[src/source/clock_pkg.sv]
package clock_pkg;

	// --------------------------------------------------
	// modes and setting positions
	// --------------------------------------------------
	typedef enum logic [1:0] {
		MODE_CLOCK,
		MODE_SETUP,
		MODE_ALARM
	} mode_t;

	typedef enum logic [1:0] {
		POS_SEC,
		POS_MIN,
		POS_HR
	} pos_t;

	typedef logic [5:0] field_t;	// one of sec, min, hr
	typedef logic [6:0] seg_t;	// {a, b, c, d, e, f, g}

	localparam int NUM_DIGITS = 6;
	localparam field_t SEC_MAX = 6'd59;	// minutes share it
	localparam field_t HR_MAX = 6'd23;

	// button bus indices
	localparam int BTN_MODE = 0;
	localparam int BTN_POS = 1;
	localparam int BTN_INC = 2;
	localparam int BTN_ALM = 3;
	localparam int NUM_BTNS = 4;

	// +1 with wrap to zero past the limit
	function automatic field_t field_inc(field_t val, field_t lim);
		return (val >= lim) ? 6'd0 : val + 6'd1;
	endfunction

endpackage
[src/source/watch_top.sv]
`timescale 1ns/1ps

module watch_top #(
	parameter int TICKS_PER_SEC = 50_000_000,
	parameter int SCAN_DIV = 5_000,
	parameter int SAMPLE_DIV = 500_000
) (
	input  logic                             clk,
	input  logic                             rst_n,
	input  logic [clock_pkg::NUM_BTNS-1:0]   i_btn_n,
	output clock_pkg::seg_t                  o_seg,
	output logic [clock_pkg::NUM_DIGITS-1:0] o_digit_en_n,
	output logic                             o_alarm
);

	import clock_pkg::*;

	logic sec_tick;
	logic scan_tick;
	logic sample_tick;
	logic [NUM_BTNS-1:0] press;
	mode_t mode;
	pos_t pos;
	logic alarm_en;
	logic inc_time;
	logic inc_alarm;
	field_t sec, min, hr;
	field_t al_sec, al_min, al_hr;

	// --------------------------------------------------
	// enable strobes
	// --------------------------------------------------
	tick_gen #(.DIV(TICKS_PER_SEC)) u_sec_tick (.clk(clk), .rst_n(rst_n), .o_tick(sec_tick));
	tick_gen #(.DIV(SCAN_DIV)) u_scan_tick (.clk(clk), .rst_n(rst_n), .o_tick(scan_tick));
	tick_gen #(.DIV(SAMPLE_DIV)) u_sample_tick (.clk(clk), .rst_n(rst_n), .o_tick(sample_tick));

	key_sync u_key_sync (
		.clk(clk), .rst_n(rst_n), .i_sample(sample_tick), .i_btn_n(i_btn_n), .o_press(press)
	);

	clock_ctrl u_clock_ctrl (
		.clk(clk), .rst_n(rst_n), .i_press(press), .o_mode(mode), .o_pos(pos),
		.o_alarm_en(alarm_en), .o_inc_time(inc_time), .o_inc_alarm(inc_alarm)
	);

	time_counter u_time_counter (
		.clk(clk), .rst_n(rst_n), .i_sec_tick(sec_tick), .i_mode(mode), .i_pos(pos),
		.i_inc(inc_time), .o_sec(sec), .o_min(min), .o_hr(hr)
	);

	alarm_unit u_alarm_unit (
		.clk(clk), .rst_n(rst_n), .i_inc(inc_alarm), .i_pos(pos), .i_alarm_en(alarm_en),
		.i_sec(sec), .i_min(min), .i_hr(hr),
		.o_al_sec(al_sec), .o_al_min(al_min), .o_al_hr(al_hr), .o_alarm(o_alarm)
	);

	seg_display u_seg_display (
		.clk(clk), .rst_n(rst_n), .i_scan_tick(scan_tick), .i_mode(mode),
		.i_sec(sec), .i_min(min), .i_hr(hr),
		.i_al_sec(al_sec), .i_al_min(al_min), .i_al_hr(al_hr),
		.o_seg(o_seg), .o_digit_en_n(o_digit_en_n)
	);

endmodule

[src/source/seg_display.sv]
`timescale 1ns/1ps

module seg_display (
	input  logic                             clk,
	input  logic                             rst_n,
	input  logic                             i_scan_tick,
	input  clock_pkg::mode_t                 i_mode,
	input  clock_pkg::field_t                i_sec,
	input  clock_pkg::field_t                i_min,
	input  clock_pkg::field_t                i_hr,
	input  clock_pkg::field_t                i_al_sec,
	input  clock_pkg::field_t                i_al_min,
	input  clock_pkg::field_t                i_al_hr,
	output clock_pkg::seg_t                  o_seg,
	output logic [clock_pkg::NUM_DIGITS-1:0] o_digit_en_n
);

	import clock_pkg::*;

	localparam int IDX_W = $clog2(NUM_DIGITS);

	logic [IDX_W-1:0] idx;
	logic [IDX_W-1:0] idx_nxt;
	field_t cur_field;
	logic [3:0] cur_digit;

	function automatic seg_t seg_decode(logic [3:0] num);
		case (num)
			4'd0:    return 7'b111_1110;
			4'd1:    return 7'b011_0000;
			4'd2:    return 7'b110_1101;
			4'd3:    return 7'b111_1001;
			4'd4:    return 7'b011_0011;
			4'd5:    return 7'b101_1011;
			4'd6:    return 7'b101_1111;
			4'd7:    return 7'b111_0000;
			4'd8:    return 7'b111_1111;
			4'd9:    return 7'b111_1011;
			default: return 7'b000_0000;	// blank
		endcase
	endfunction

	// --------------------------------------------------
	// digit select and decimal split
	// --------------------------------------------------
	always_comb begin
		idx_nxt = idx;
		if (i_scan_tick) begin
			idx_nxt = (idx == IDX_W'(NUM_DIGITS - 1)) ? '0 : idx + 1'b1;
		end
		// digit pairs in order sec, min, hr
		case (idx_nxt[IDX_W-1:1])
			2'd0:    cur_field = (i_mode == MODE_ALARM) ? i_al_sec : i_sec;
			2'd1:    cur_field = (i_mode == MODE_ALARM) ? i_al_min : i_min;
			default: cur_field = (i_mode == MODE_ALARM) ? i_al_hr : i_hr;
		endcase
		cur_digit = idx_nxt[0] ? 4'(cur_field / 10) : 4'(cur_field % 10);
	end

	always_ff @(posedge clk or negedge rst_n) begin
		if (!rst_n) begin
			idx <= '0;
			o_seg <= '0;
			o_digit_en_n <= ~NUM_DIGITS'(1);	// digit 0
		end else begin
			idx <= idx_nxt;
			o_seg <= seg_decode(cur_digit);
			o_digit_en_n <= ~(NUM_DIGITS'(1) << idx_nxt);
		end
	end

endmodule

[src/source/alarm_unit.sv]
`timescale 1ns/1ps

module alarm_unit (
	input  logic              clk,
	input  logic              rst_n,
	input  logic              i_inc,
	input  clock_pkg::pos_t   i_pos,
	input  logic              i_alarm_en,
	input  clock_pkg::field_t i_sec,
	input  clock_pkg::field_t i_min,
	input  clock_pkg::field_t i_hr,
	output clock_pkg::field_t o_al_sec,
	output clock_pkg::field_t o_al_min,
	output clock_pkg::field_t o_al_hr,
	output logic              o_alarm
);

	import clock_pkg::*;

	logic match;

	// --------------------------------------------------
	// alarm time, set per field
	// --------------------------------------------------
	always_ff @(posedge clk or negedge rst_n) begin
		if (!rst_n) begin
			o_al_sec <= '0;
			o_al_min <= '0;
			o_al_hr <= '0;
		end else if (i_inc) begin
			case (i_pos)
				POS_SEC: o_al_sec <= field_inc(o_al_sec, SEC_MAX);
				POS_MIN: o_al_min <= field_inc(o_al_min, SEC_MAX);
				POS_HR:  o_al_hr <= field_inc(o_al_hr, HR_MAX);
				default: o_al_sec <= o_al_sec;
			endcase
		end
	end

	assign match = (i_sec == o_al_sec) && (i_min == o_al_min) && (i_hr == o_al_hr);

	always_ff @(posedge clk or negedge rst_n) begin
		if (!rst_n) begin
			o_alarm <= 1'b0;
		end else if (!i_alarm_en) begin
			o_alarm <= 1'b0;	// only disabling clears it
		end else if (match) begin
			o_alarm <= 1'b1;
		end
	end

endmodule

[src/source/time_counter.sv]
`timescale 1ns/1ps

module time_counter (
	input  logic              clk,
	input  logic              rst_n,
	input  logic              i_sec_tick,
	input  clock_pkg::mode_t  i_mode,
	input  clock_pkg::pos_t   i_pos,
	input  logic              i_inc,
	output clock_pkg::field_t o_sec,
	output clock_pkg::field_t o_min,
	output clock_pkg::field_t o_hr
);

	import clock_pkg::*;

	always_ff @(posedge clk or negedge rst_n) begin
		if (!rst_n) begin
			o_sec <= '0;
			o_min <= '0;
			o_hr <= '0;
		end else if (i_mode == MODE_SETUP) begin
			// count frozen, one field at a time, no carry
			if (i_inc) begin
				case (i_pos)
					POS_SEC: o_sec <= field_inc(o_sec, SEC_MAX);
					POS_MIN: o_min <= field_inc(o_min, SEC_MAX);
					POS_HR:  o_hr <= field_inc(o_hr, HR_MAX);
					default: o_sec <= o_sec;
				endcase
			end
		end else if (i_sec_tick) begin
			o_sec <= field_inc(o_sec, SEC_MAX);
			if (o_sec == SEC_MAX) begin
				o_min <= field_inc(o_min, SEC_MAX);	// carry into minutes
				if (o_min == SEC_MAX) begin
					o_hr <= field_inc(o_hr, HR_MAX);
				end
			end
		end
	end

endmodule

[src/source/clock_ctrl.sv]
`timescale 1ns/1ps

module clock_ctrl (
	input  logic                           clk,
	input  logic                           rst_n,
	input  logic [clock_pkg::NUM_BTNS-1:0] i_press,
	output clock_pkg::mode_t               o_mode,
	output clock_pkg::pos_t                o_pos,
	output logic                           o_alarm_en,
	output logic                           o_inc_time,
	output logic                           o_inc_alarm
);

	import clock_pkg::*;

	always_ff @(posedge clk or negedge rst_n) begin
		if (!rst_n) begin
			o_mode <= MODE_CLOCK;
			o_pos <= POS_SEC;
			o_alarm_en <= 1'b0;
		end else begin
			if (i_press[BTN_MODE]) begin
				case (o_mode)
					MODE_CLOCK: o_mode <= MODE_SETUP;
					MODE_SETUP: o_mode <= MODE_ALARM;
					default:    o_mode <= MODE_CLOCK;
				endcase
			end
			if (i_press[BTN_POS]) begin
				case (o_pos)
					POS_SEC: o_pos <= POS_MIN;
					POS_MIN: o_pos <= POS_HR;
					default: o_pos <= POS_SEC;
				endcase
			end
			if (i_press[BTN_ALM]) begin
				o_alarm_en <= ~o_alarm_en;
			end
		end
	end

	// --------------------------------------------------
	// increment routing, dropped in clock mode
	// --------------------------------------------------
	assign o_inc_time = i_press[BTN_INC] && (o_mode == MODE_SETUP);
	assign o_inc_alarm = i_press[BTN_INC] && (o_mode == MODE_ALARM);

endmodule

[src/source/key_sync.sv]
`timescale 1ns/1ps

module key_sync (
	input  logic                           clk,
	input  logic                           rst_n,
	input  logic                           i_sample,
	input  logic [clock_pkg::NUM_BTNS-1:0] i_btn_n,
	output logic [clock_pkg::NUM_BTNS-1:0] o_press
);

	import clock_pkg::*;

	logic [NUM_BTNS-1:0] sync_q1;	// 1 = pressed
	logic [NUM_BTNS-1:0] sync_q2;
	logic [NUM_BTNS-1:0] hist_new;	// last sample
	logic [NUM_BTNS-1:0] hist_old;	// the one before

	always_ff @(posedge clk or negedge rst_n) begin
		if (!rst_n) begin
			sync_q1 <= '0;
			sync_q2 <= '0;
			hist_new <= '0;
			hist_old <= '0;
			o_press <= '0;
		end else begin
			sync_q1 <= ~i_btn_n;
			sync_q2 <= sync_q1;
			o_press <= '0;
			if (i_sample) begin
				hist_new <= sync_q2;
				hist_old <= hist_new;
				// released, pressed, pressed
				o_press <= sync_q2 & hist_new & ~hist_old;
			end
		end
	end

endmodule

[src/source/tick_gen.sv]
`timescale 1ns/1ps

module tick_gen #(
	parameter int DIV = 2
) (
	input  logic clk,
	input  logic rst_n,
	output logic o_tick
);

	localparam int CNT_W = $clog2(DIV);

	logic [CNT_W-1:0] cnt;

	always_ff @(posedge clk or negedge rst_n) begin
		if (!rst_n) begin
			cnt <= '0;
		end else if (cnt == CNT_W'(DIV - 1)) begin
			cnt <= '0;
		end else begin
			cnt <= cnt + 1'b1;
		end
	end

	assign o_tick = (cnt == CNT_W'(DIV - 1));	// last count of the period

endmodule

[config.mk]
export PLATFORM = sky130hd
export DESIGN_NAME = watch_top
export DESIGN_NICKNAME = d
export VERILOG_FILES = /design/src/source/clock_pkg.sv /design/src/source/watch_top.sv /design/src/source/seg_display.sv /design/src/source/alarm_unit.sv /design/src/source/time_counter.sv /design/src/source/clock_ctrl.sv /design/src/source/key_sync.sv /design/src/source/tick_gen.sv
export SDC_FILE = /design/constraint.sdc
export NUM_CORES = 1
export LEC_CHECK = 0
export ABC_AREA = 1
export BUFFER_PORTS_ARGS = -buffer_cell sky130_fd_sc_hd__buf_4
export CAP_MARGIN = 20
export CELL_PAD_IN_SITES_DETAIL_PLACEMENT = 0
export CELL_PAD_IN_SITES_GLOBAL_PLACEMENT = 1
export CORE_MARGIN = 1.5
export CORE_UTILIZATION = 35
export DETAILED_ROUTE_END_ITERATION = 16
export PLACE_DENSITY_LB_ADDON = 0.05
export SLEW_MARGIN = 5
export SYNTH_ARGS = -nofsm -noshare
export SYNTH_HDL_FRONTEND = slang
export SYNTH_SLANG_ARGS = --single-unit
[constraint.sdc]
create_clock -name clk -period 6.5 [get_ports clk]
set_input_delay 0.325 -clock clk [delete_from_list [all_inputs] [get_ports clk]]
set_output_delay 0.325 -clock clk [all_outputs]
set_load 0.005 [all_outputs]
Word level (Yosys, flattened, before mapping)
Memories as Yosys holds them, arrays and structs flattened. A register that Yosys moved wholly into a read port is not among the register bits.
Cells that the tools add are included.
W data, S select, Z words.
- flip-flop bits (word level): 129
- bits in read-only memories: 112
- output and inout port bits: 14
- memories kept: 1
- add/subtract/negate cells: 10
- divide/modulo/power cells: 2
- magnitude comparators: 6
- equality and inequality tests: 19
- shift-type cells: 1
- mux-type cells: 36
- bitwise operators: 6
- reductions and logical operators: 17
- memories (name ; depth ; bits a word ; rd ports ; clocked after memory_dff ; wr ports ; line ; RTL):
    (no name shown) ; 16 ; 7 ; 1 ; 1 ; 0 ; seg_display.sv:28 ; case (num)
- operators with widths (cell ; number):
    $mux W6 ; 24
    $add A6 B1 Y6 const B ; 6
    $div A6 B4 Y32 const B ; 1
    $mod A6 B4 Y32 const B ; 1
    $add A26 B1 Y26 const B ; 1
    $eq A26 B26 Y1 const B ; 1
    $mux W26 ; 1
    $ge A6 B6 Y1 const B ; 4
    $add A19 B1 Y19 const B ; 1
    $eq A19 B19 Y1 const B ; 1
    $mux W19 ; 1
    $eq A6 B6 Y1 ; 3
    $add A13 B1 Y13 const B ; 1
    $eq A13 B13 Y1 const B ; 1
    $mux W13 ; 1
    $eq A6 B6 Y1 const B ; 2
    $ge A6 B5 Y1 const B ; 2
    $pmux W6 S2 ; 1
    $and A4 B4 Y4 ; 2
    $mux W4 ; 2
    $ne A2 B1 Y1 const B ; 4
    $not A4 Y4 ; 2
    $pmux W2 S2 ; 2
    $eq A2 B1 Y1 const B ; 3
    17 further kinds ; 29

Depth between registers and ports, before layout
- depth in word-level cells: 7
- depth in mapped cells: 31

Cells and area by module
Synthesis repeated with hierarchy kept, for this count alone.
- cells, all modules: 1121
- area total of the unflattened synthesis: 8167.8 sq um
- by module, submodules not included (module ; instances ; cells each ; area each (sq um) ; seq. area each (sq um)):
    tick_gen (u_sec_tick) ; 1 ; 214 ; 1520.2 ; 650.6
    seg_display ; 1 ; 227 ; 1478.9 ; 406.6
    alarm_unit ; 1 ; 173 ; 1223.7 ; 475.5
    time_counter ; 1 ; 163 ; 1173.6 ; 450.4
    tick_gen (u_sample_tick) ; 1 ; 151 ; 1129.8 ; 475.5
    tick_gen (u_scan_tick) ; 1 ; 102 ; 753.2 ; 325.3
    key_sync ; 1 ; 62 ; 665.6 ; 500.5
    clock_ctrl ; 1 ; 29 ; 222.7 ; 125.1

Least setup slack after synthesis
No wires, ideal clock.
- path type: reg-to-reg
- from: register u_scan_tick.cnt[0]
- to: register u_seg_display.o_seg[3]
- data arrival time: 3203 ps
- setup slack: 3179 ps
- cell stages (with the launch flop): 30
- path buffers: 0
- period minus slack after synthesis: 3321 ps
- cells stage by stage: dfrtp_1 -> ha_1 -> nand2_1 -> inv_1 -> nand2_2 -> nor2_4 -> nand3_2 -> nand2_4 -> nand3_2 -> nand3_2 -> nand2_4 -> ha_1 -> inv_1 -> a21oi_2 -> inv_2 -> nand3_4 -> nand2_4 -> nand2_2 -> nand2_4 -> nand2_4 -> nand3_4 -> nand2_1 -> nand3_1 -> nand2_2 -> inv_1 -> ha_1 -> nand3_1 -> nand2_1 -> nand2_1 -> nand2_1
- cells in the longest elaborated chain, start to end: 6
- elaborated cells on any way between the ends: 8
- RTL lines (what ; line ; RTL):
    start: declaration ; tick_gen.sv:13 ; logic [CNT_W-1:0] cnt;
    start signal: assignment ; tick_gen.sv:21 ; cnt <= cnt + 1'b1;
    $eq A13 B13 Y1 (*) ; tick_gen.sv:25 ; assign o_tick = (cnt == CNT_W'(DIV - 1));
    $mux W3 (*) ; seg_display.sv:48 ; if (i_scan_tick) begin
    $eq A2 B1 Y1 / $logic_not A2 Y1 (equally long branches) ; seg_display.sv:52 ; case (idx_nxt[IDX_W-1:1])
    $pmux W6 S2 ; seg_display.sv:52 ;
    $mod A6 B4 Y32 / $div A6 B4 Y32 (equally long branches) ; seg_display.sv:57 ; cur_digit = idx_nxt[0] ? 4'(cur_field / 10) : 4'(cur_field % 10);
    $mux W4 (*) ; seg_display.sv:57 ;
    end: declaration ; seg_display.sv:14 ; output clock_pkg::seg_t o_seg,
Every way passes the cells marked *; elsewhere a longest branch is shown, timed or not.
A chain may end at the register's enable or synchronous reset.

Worst setup path in the final report
- from: register u_clock_ctrl.o_mode[1]
- to: register u_seg_display.o_seg[3]
- cells in the longest elaborated chain, start to end: 5
- elaborated cells on any way between the ends: 8
- RTL lines (what ; line ; RTL):
    start: declaration ; clock_ctrl.sv:7 ; output clock_pkg::mode_t o_mode,
    start signal: assignment ; clock_ctrl.sv:18 ; o_mode <= MODE_CLOCK;
    start signal: assignment ; clock_ctrl.sv:24 ; MODE_CLOCK: o_mode <= MODE_SETUP;
    start signal: assignment ; clock_ctrl.sv:25 ; MODE_SETUP: o_mode <= MODE_ALARM;
    $eq A2 B2 Y1 (*) ; seg_display.sv:53, seg_display.sv:54, seg_display.sv:55 ;
    $mux W6, on equally long branches ; seg_display.sv:55, seg_display.sv:53, seg_display.sv:54 ;
    $pmux W6 S2 (*) ; seg_display.sv:52 ;
    $mod A6 B4 Y32 / $div A6 B4 Y32 (equally long branches) ; seg_display.sv:57 ;
    $mux W4 (*) ; seg_display.sv:57 ;
Marks and branches as above.

==> run_results.csv <==
group,metric,value,unit
clock_tree,cts.htree.levels,4,
finish,drive_gt1_frac,0.125,
setup_path,end_kind,"register",
placement,placement.io_buffers,19,
timing,rsz0062_at_grt,"false",
global_route,globalRouteOverflowTotal,0,
setup_path,critical_path_peak_fanout,33,
clock_tree,clock-root-buffer,"clkbuf_16",
timing,setup_ws,2.61,ns
yosys,post_synth_and_or_nand_nor_area_fraction,0.327,
finish,antenna_cells,0,
global_route,global_route.usage.met2,0.254,
setup_path,internal_reg_to_reg_setup_slack,2.61,ns
finish,fill_cells,2227,
drt,drc,0,
floorplanning,io_pins,20,
finish,area.sequential,0.00341,mm2
timing,hold-worst-slack,0.0397,ns
floorplanning,start_util,0.354,
yosys,synth_sequential_area_ratio,0.444,
status,run_status,"complete, no violations",
global_route,global_route.usage.met3,0.0352,
global_route,first_global_vias,5783,
setup_path,critical_path_startpoint,"u_clock_ctrl.o_mode[1]$_DFFE_PN0P_",
setup_path,r2r-end,"u_seg_display.o_seg[3]$_DFF_PN0_",
clock_tree,cts_tree,"built",
drt,dr_total_vias,6028,
finish,finish.instance_area,0.00872,mm2
finish,most-common-layout-cells,"inv_1 (180), nand2_1 (180), dfrtp_1 (131), nor2_1 (101), nand3_1 (68)",
drt,first_iter_violations,254,
run,max-cap-violations,0,
global_route,grt_start_max_net_pins,70,
placement,hpwl,12300,um
global_route,number_of_antenna_violations_at_the_first_check_in_global_routing,0,
floorplanning,fp.dieArea,0.0228,mm2
setup_path,worst_r2r_path_depth,24,
clock_tree,postCtsSetupRepairBufs,0,
timing,finalSetupViolations,0,
clock_tree,clock_insertion_delay_worst_skew,0.42,ns
timing,relSlewSlack,0.425,
timing,worstMarginPinSlew,0.856,ns
yosys,yosys-mux-area-fraction,0,
floorplanning,fp.dieW,151,um
timing,number_of_endpoints_with_negative_hold_slack_in_the_final_report,0,
yosys,netlist-cell-type-count,42,
placement,place_ws,2.55,ns
setup_path,timing.critical_path.from_type,"register",
timing,layout_worst_path_cycle_share,0.599,
yosys,mappedNetlistNets,1006,
clock_tree,cts_repair_resize_count,0,
yosys,postSynthCellCount,983,
yosys,synth_top_family_by_area,"simple AND/OR/NAND/NOR gates",
clock_tree,clk_pin_slew,0.06,ns
drt,routedWlPerCell,12.5,um
global_route,grt_pass1_wl,28300,um
pwr,ir_drop_worst_vdd,127,uV
drt,number_of_antenna_violating_nets_in_the_routed_design,0,
global_route,groute.layer.met1.usage,0.214,
timing,setup_total_negative_slack,0,ns
drt,via_per_inst,4.61,
placement,routabilityCongestion,0.760,
clock_tree,postCtsHoldBufs,1,
timing,fmaxAchievable,0.257,GHz
timing,timing.clock.skew,0.00948,ns
global_route,grt_usage,0.158,
drt,wl,16300,um
setup_path,worst-endpoint-required,6.81,ns
finish,layout-area-overhead-vs-synth,13.6,%
global_route,gr-max-usage-layer,"met2",
floorplanning,std_cell_rows,54,
clock_tree,clockBufferDepth,2,
finish,final_net_count,1040,
setup_path,worst-setup-path-type,"register to register",
yosys,synth_seq_cells,136,
yosys,synth_enable_flop_cells,0,
floorplanning,core-area,0.0217,mm2
yosys,synth-compound-area-share,0.0784,
yosys,syn-mean-instance-area,7.81,um2
clock_tree,cts_num_sinks,136,
floorplanning,die_height,151,um
finish,multiInputGateArea,0.00350,mm2
hold_path,path_type_of_the_worst_min_delay_path,"input port to register",
yosys,async_reset_ff_frac,1.00,
setup_path,crit-reg2reg-launch,"u_clock_ctrl.o_mode[1]$_DFFE_PN0P_",
yosys,yosys_most_used_dff,"dfrtp_1",
setup_path,cp.arrival,4.20,ns
pwr,static_leak,0.00426,uW
yosys,synth_adder_area_share,0.0277,
clock_tree,num_cts_buffers,17,
drt,drt_first_pass_iters,5,
yosys,yosysWarnings,0,
timing,report.final.slew_viol_count,0,
timing,min_period,3.89,ns
placement,detailed_place.area,0.00815,mm2
yosys,synthXorXnorAreaFrac,0.0228,
pwr,powerDensity,206,mW/mm2
yosys,mappedNetlistArea,0.00768,mm2
setup_path,capturing_instance_or_port_of_the_critical_path,"u_seg_display.o_seg[3]$_DFF_PN0_",
through the flow:
| step | utilization | cells | power (uW) |
|---|---|---|---|
| floorplan | - | 983 | 866 |
| global placement | 0.376 | 1277 | 888 |
| detailed placement | 0.376 | 1277 | 888 |
| finish | 0.402 | 1309 | 1790 |
| global route | 0.402 | 1309 | 1870 |
| CTS | 0.402 | 1309 | 1840 |
logic make-up (layout without fill, tap and decap cells):
kind of cell / after synthesis / after routing
and+or+nand+nor: 498 / 498
adders and majority gates: 17 / 17
AOI/OAI and AO/OA: 112 / 112
DFF: 136 / 136
buffers and inverters: 200 / 246
xor gates and xnor gates: 20 / 20
worst min-delay path by stage:
stage,start,to,slack [ns],depth (start not counted)
finish,i_btn_n[3],u_key_sync.sync_q1[3]$_DFF_PN0_,0.04,2
global route,i_btn_n[2],u_key_sync.sync_q1[2]$_DFF_PN0_,0.01,2
CTS,i_btn_n[3],u_key_sync.sync_q1[3]$_DFF_PN0_,0.02,2
detailed placement,u_key_sync.sync_q1[1]$_DFF_PN0_,u_key_sync.sync_q2[1]$_DFF_PN0_,0.34,0
global placement,u_key_sync.sync_q1[3]$_DFF_PN0_,u_key_sync.sync_q2[3]$_DFF_PN0_,0.33,0
floorplan,rst_n,u_alarm_unit.o_al_hr[0]$_DFFE_PN0P_,0.03,0
final cells by class:
type	count	area share
clock inverters	12	0.0135
well taps	280	0.0402
clock buffers	19	0.0508
inverters	193	0.0837
flip-flops and latches	136	0.391
multi-input cells	647	0.401
repair buffers	22	0.0197
critical path, cell delays in order, from the launching register on:
cell and delay [ns]:
dfrtp_1 0.39, nand2_1 0.63, inv_1 0.24, o21ai_0 0.20, nand3b_2 0.16, nand3_4 0.11, ha_1 0.30, inv_1 0.04
a21oi_2 0.18, inv_2 0.08, nand3_4 0.09, nand2_4 0.06, nand2_2 0.07, nand2_4 0.07, nand2_4 0.09, nand3_4 0.10
nand2_1 0.07, nand3_1 0.07, nand2_2 0.19, inv_1 0.10, ha_1 0.27, nand3_1 0.10, nand2_1 0.06, nand2_1 0.05
nand2_1 0.05
synthesized netlist by cell type, types with 2 or more instances:
library cell	number	area, um2
buf_6	2	22.5
inv_2	11	41.3
nor2_2	3	18.8
inv_1	180	676
nor3b_1	5	37.5
nand2_2	15	93.8
nand2_1	180	676
nor2_1	101	379
nand3_4	6	105
a21oi_2	2	17.5
clkbuf_1	5	18.8
xnor2_1	2	17.5
and3_1	2	12.5
o21a_1	2	15.0
a21oi_1	36	180
nor3_1	40	200
or2_2	5	31.3
nand2_4	9	101
a211oi_1	3	22.5
nand3_1	68	340
xor2_1	18	158
o22ai_1	2	12.5
o21ai_0	60	300
nand3b_2	2	22.5
dfstp_2	5	131
nand3_2	11	110
ha_1	17	213
nor4_1	23	144
nor2_4	3	33.8
a31oi_1	3	18.8
dfrtp_1	131	3280
nand4_1	21	131
routing by layer:
layer,wire length [um],vias to the layer above,part of all wire
met4,170,0,0.010
li1,-,3227,-
met2,7440,45,0.46
met1,8380,2744,0.51
met5,0,-,0
met3,361,12,0.022
power breakdown:
| part | leakage, uW | switching [uW] | internal (uW) |
|---|---|---|---|
| combinational | 0.00220 | 17.4 | 3.20 |
| sequential | 0.00179 | 0.550 | 849 |
| clock | 0.000268 | 385 | 540 |
flip-flops by register name, summed over array words and instances, names as in the netlist, 3 cells and up:
signal and flops:
u_alarm_unit.o_al_sec 6, u_seg_display.idx 3, u_seg_display.o_digit_en_n 6, u_alarm_unit.o_al_hr 6, u_key_sync.hist_old 4, u_time_counter.o_hr 6, u_seg_display.o_seg 7, u_key_sync.hist_new 4
u_scan_tick.cnt 13, u_alarm_unit.o_al_min 6, u_time_counter.o_min 6, u_sec_tick.cnt 26, u_time_counter.o_sec 6, u_sample_tick.cnt 19, u_key_sync.sync_q1 4, u_key_sync.o_press 4
u_key_sync.sync_q2 4
No activity file was read; power rests on OpenSTA's default activity.
